$ cat config.mk
export PLATFORM = sky130hd
export DESIGN_NAME = llc_flush_seq
export DESIGN_NICKNAME = d
export VERILOG_FILES = /design/src/hw/llc_pkg.sv /design/src/hw/llc_flush_seq.sv
export VERILOG_INCLUDE_DIRS = /design/src /design/src/hw
export SDC_FILE = /design/constraint.sdc
export NUM_CORES = 1
export LEC_CHECK = 0
export BUFFER_PORTS_ARGS = -buffer_cell sky130_fd_sc_hd__clkbuf_2
export CAP_MARGIN = 15
export CORE_AREA = 10 10 47 49
export CTS_BUF_LIST = sky130_fd_sc_hd__clkbuf_16
export CTS_CLUSTER_DIAMETER = 150
export DETAILED_ROUTE_END_ITERATION = 12
export DIE_AREA = 0 0 57 59
export SYNTH_ARGS = -nofsm -noshare
export SYNTH_HDL_FRONTEND = slang
export SYNTH_SLANG_ARGS = --single-unit
$ cat constraint.sdc
create_clock -name clk -period 1.18 [get_ports clk]
set_clock_uncertainty 0.15 [all_clocks]
set_input_delay 0.177 -clock clk [delete_from_list [all_inputs] [get_ports clk]]
set_output_delay 0.177 -clock clk [all_outputs]
set_load 0.005 [all_outputs]
$ cat src/hw/llc_config.svh
`ifndef LLC_CONFIG_SVH
`define LLC_CONFIG_SVH

// set index and its split into bank and row
`define LLC_SET_BITS    4
`define LLC_SETS        16
`define LLC_BANK_BITS   1
`define LLC_BANKS       (1 << `LLC_BANK_BITS)
`define LLC_IDX_BITS    (`LLC_SET_BITS - `LLC_BANK_BITS)
`define LLC_BANK_SETS   (1 << `LLC_IDX_BITS)

// ways, kept in even/odd pairs
`define LLC_WAYS        4
`define LLC_WAY_BITS    2

// per-way field widths
`define LLC_TAG_BITS    8
`define LLC_LINE_BITS   64
`define LLC_NUM_CPUS    4
`define LLC_OWNER_BITS  2
`define LLC_STATE_BITS  3

// block RAM word and line split
`define BRAM_WORD_BITS  32
`define LINE_WORDS      (`LLC_LINE_BITS / `BRAM_WORD_BITS)

`endif

$ cat src/hw/llc_pkg.sv
`default_nettype none

`include "llc_config.svh"

package llc_pkg;

    typedef logic [`LLC_SET_BITS-1:0]   llc_set_t;
    typedef logic [`LLC_WAY_BITS-1:0]   llc_way_t;
    typedef logic [`LLC_TAG_BITS-1:0]   llc_tag_t;
    typedef logic [`LLC_LINE_BITS-1:0]  line_t;

    // one bit per cpu
    typedef logic [`LLC_NUM_CPUS-1:0]   sharers_t;
    typedef logic [`LLC_OWNER_BITS-1:0] owner_t;
    typedef logic                       hprot_t;

    // coherence state, invalid must stay zero for the flush
    typedef enum logic [`LLC_STATE_BITS-1:0] {
        invalid   = 3'd0,
        valid     = 3'd1,
        shared    = 3'd2,
        exclusive = 3'd3,
        modified  = 3'd4
    } llc_state_t;

endpackage

`default_nettype wire

$ cat src/hw/llc_flush_seq.sv
`timescale 1ns/1ns
`default_nettype none

`include "llc_config.svh"

module llc_flush_seq (
    input  logic                  clk,
    input  logic                  reset,
    input  logic                  flush_start,
    input  logic [`LLC_WAYS-1:0]  flush_ways,
    output llc_pkg::llc_set_t     flush_set,
    output logic [`LLC_WAYS-1:0]  wr_rst_flush,
    output logic                  flush_busy,
    output logic                  flush_done
);

    logic [`LLC_WAYS-1:0] ways_q;

    // one set per cycle, starting the cycle after the start pulse
    always_ff @(posedge clk) begin
        if (reset) begin
            flush_busy <= 1'b0;
            flush_done <= 1'b0;
            flush_set  <= '0;
            ways_q     <= '0;
        end else begin
            flush_done <= 1'b0;
            if (!flush_busy) begin
                if (flush_start) begin
                    flush_busy <= 1'b1;
                    flush_set  <= '0;
                    ways_q     <= flush_ways;
                end
            end else begin
                flush_set <= flush_set + 1'b1;
                // last set written at this edge
                if (flush_set == `LLC_SETS - 1) begin
                    flush_busy <= 1'b0;
                    flush_done <= 1'b1;
                end
            end
        end
    end

    // mask only while walking
    assign wr_rst_flush = flush_busy ? ways_q : '0;

endmodule

`default_nettype wire

==> run_results.csv <==
group,metric,value,unit
critical_path,endpoint,"wr_rst_flush[0]",
cts,cts_made_buffers,3,
grt,grt_overflow,0,
min_path,hold_class,"in -> reg",
cts,cts_buffer_depth,2,
detailed_routing,wire_per_inst,13.1,um
floorplan,initial_core_util,0.313,
cts,cts_tree,"built",
cts,clkLatencyLatePin,0.24,ns
yosys,synthSimpleGateAreaFrac,0.217,
placement,place_congestion,0.688,
timing,timing_hold_violations_final,0,
grt,grt_pass1_vias,423,
detailed_routing,ant_nets,0,
timing,setup_violations,5,
detailed_routing,dr.pass1.iters,2,
yosys,synth_top_family_by_area,"simple AND/OR/NAND/NOR gates",
cts,root_buffer,"clkbuf_16",
cts,cts_num_sinks,10,
yosys,yosysSeqAreaShare,0.457,
floorplan,row_count,14,
cts,htreeDepth,1,
floorplan,die_y,59,um
yosys,synth_nets,53,
timing,fin_setup_tns,-0.239,ns
yosys,synth_fa_ha_area_frac,0.0286,
yosys,synth_area_per_cell,9.73,sq um
timing,worst-slew-pin-transition,0.222,ns
pwr,p_leak,0.318,nW
critical_path,reg2reg_to,"ways_q[2]$_SDFFE_PP0P_",
critical_path,cp_max_fo,4,
yosys,synth-compound-area-share,0.114,
grt,grt_pass1_wl,1860,um
run_status,status,"finished, violations left",
layout,antenna_cells,0,
timing,min_period,1.23,ns
floorplan,core_area,1400,sq um
detailed_routing,drc,0,
timing,fin_ws,-0.0547,ns
critical_path,cp.arrival,0.91,ns
grt,grt_max_degree,11,
critical_path,crit_path_start,"flush_busy$_SDFF_PP0_",
job,maxCapViolations,0,
timing,finalCritPeriodShare,1.05,
layout,final_common_cell,"clkbuf_2",
timing,maxSlewViolCount,0,
cts,clkTransAtPathRegs,0.04,ns
timing,timing.fmax,0.810,GHz
grt,antenna_found_initial,0,
yosys,netlist-cell-type-count,18,
detailed_routing,viasPerCell,4.90,
yosys,muxShareOfSynthArea,0.114,
critical_path,cp-start-kind,"flip-flop",
pwr,p_total,0.00108,W
critical_path,crit_path_end_kind,"output port",
detailed_routing,drt_wl_total,1100,um
floorplan,die_area,3360,sq um
cts,cts_hold_buf,0,
yosys,synthCells,45,
detailed_routing,num_vias,412,
placement,dp_hpwl,749,um
layout,drive_above_1_share,0.588,
timing,slew_headroom,0.852,
layout,syn_to_final_growth,61.7,%
critical_path,worst_r2r_startpoint,"flush_busy$_SDFF_PP0_",
placement,portBuffers,16,
critical_path,crit_required,0.85,ns
yosys,yosys_register_bits,10,
timing,rsz0062_at_grt,"yes",
pwr,power.density,1530,nW/um^2
critical_path,crit_type,"reg -> out",
layout,nNetsFinal,77,
timing,whs,0.0285,ns
yosys,yosysWarnings,0,
pwr,peakVddDrop,0.906,mV
floorplan,io_pins,17,
yosys,synth-xor-area-share,0,
grt,grt_usage,0.0719,
critical_path,r2r_cells,5,
yosys,synth_area,438,sq um
critical_path,reg2reg_slack,0.01,ns
run_status,violations,"setup timing",
floorplan,die_w,57,um
detailed_routing,first_iter_violations,3,
layout,mostFrequentLayoutCells,"clkbuf_2 (13), buf_6 (8), nor2_1 (6), dfxtp_1 (6), mux2i_1 (5)",
==> per-stage QoR <==
| stage | area (sq um) | util | std cells | setup WS [ns] |
|---|---|---|---|---|
| 6_report | 708 | 0.505 | 84 | -0.0547 |
| 5_1_grt | 708 | 0.505 | 84 | -0.0810 |
| 4_1_cts | 658 | 0.470 | 84 | -0.0500 |
| 3_5_place_dp | 549 | 0.392 | 79 | 0.0420 |
| 3_3_place_gp | 549 | 0.392 | 79 | 0.0671 |
| 2_1_floorplan | 438 | - | 45 | 0.0428 |
==> worst min-delay path by stage <==
stage	startpoint	to	slack, ns	depth (start not counted)
after CTS	flush_ways[3]	ways_q[3]$_SDFFE_PP0P_	0.03	3
after global routing	flush_ways[2]	ways_q[2]$_SDFFE_PP0P_	0.06	3
after detailed placement	flush_ways[3]	ways_q[3]$_SDFFE_PP0P_	0.28	3
after floorplan	flush_ways[0]	ways_q[0]$_SDFFE_PP0P_	0.17	2
after global placement	flush_ways[2]	ways_q[2]$_SDFFE_PP0P_	0.27	3
final	flush_ways[3]	ways_q[3]$_SDFFE_PP0P_	0.03	3
==> state kept, by name, summed over array words and instances (netlist names) <==
signal,count
flush_busy,1
flush_done,1
flush_set,4
ways_q,4
==> cells by family (layout without fill, tap and decap cells) <==
kind of cell | count (synthesis) | count (layout)
AOI/OAI and AO/OA | 7 | 7
adders and majority gates | 1 | 1
buffers and inverters | 4 | 27
DFF | 10 | 10
muxes | 5 | 5
and+or+nand+nor | 18 | 18
==> worst max-delay path, stage by stage (launching register included) <==
cell and delay (ns):
dfxtp_2 0.32, buf_6 0.12, and2_4 0.13, buf_6 0.11
==> cell type report <==
class | instances | area, sq um
clock inverter | 1 | 3.75
inverter | 1 | 3.75
multi-input combinational | 31 | 238
sequential | 10 | 205
clock buffer | 3 | 75.1
timing repair buffer | 22 | 163
tap | 16 | 20.0
fill | 145 | 693
==> synthesized netlist by cell type <==
cell type  instances  area share
a21oi_2            1       0.020
buf_6              1       0.026
o21ai_0            1       0.011
inv_1              1      0.0086
nand3_1            1       0.011
ha_1               1       0.029
nor2b_1            2       0.029
and4_1             1       0.020
nor2_1             7       0.060
nor3b_1            1       0.017
a41oi_1            1       0.020
buf_4              2       0.034
and2_1             4       0.057
a211oi_2           1       0.029
a21oi_1            3       0.034
dfxtp_1           10        0.46
nor3_1             2       0.023
mux2i_1            5        0.11
==> where the power goes <==
group          leakage (nW)  switching (W)  internal [W]
logic                 0.196      0.0000523     0.0000681
clock network        0.0385       0.000154      0.000444
registers            0.0833     0.00000905      0.000355
total                 0.318       0.000216      0.000867
==> routing by layer <==
| layer | wire [um] | up-vias | track usage |
|---|---|---|---|
| met5 | 0 | - | 0 |
| met4 | 29 | 0 | 0.0503 |
| met3 | 86 | 6 | 0.0386 |
| met2 | 485 | 14 | 0.0992 |
| met1 | 500 | 194 | 0.0823 |
| li1 | - | 198 | - |
==> repair_timing <==
item / in CTS / in global routing
pin swaps: 4 / 1
gates resized for setup: 8 / 15
setup buffers: 1 / 0
endpoints found under the setup margin: 5 / 16
(Power assumes the default switching activity.)
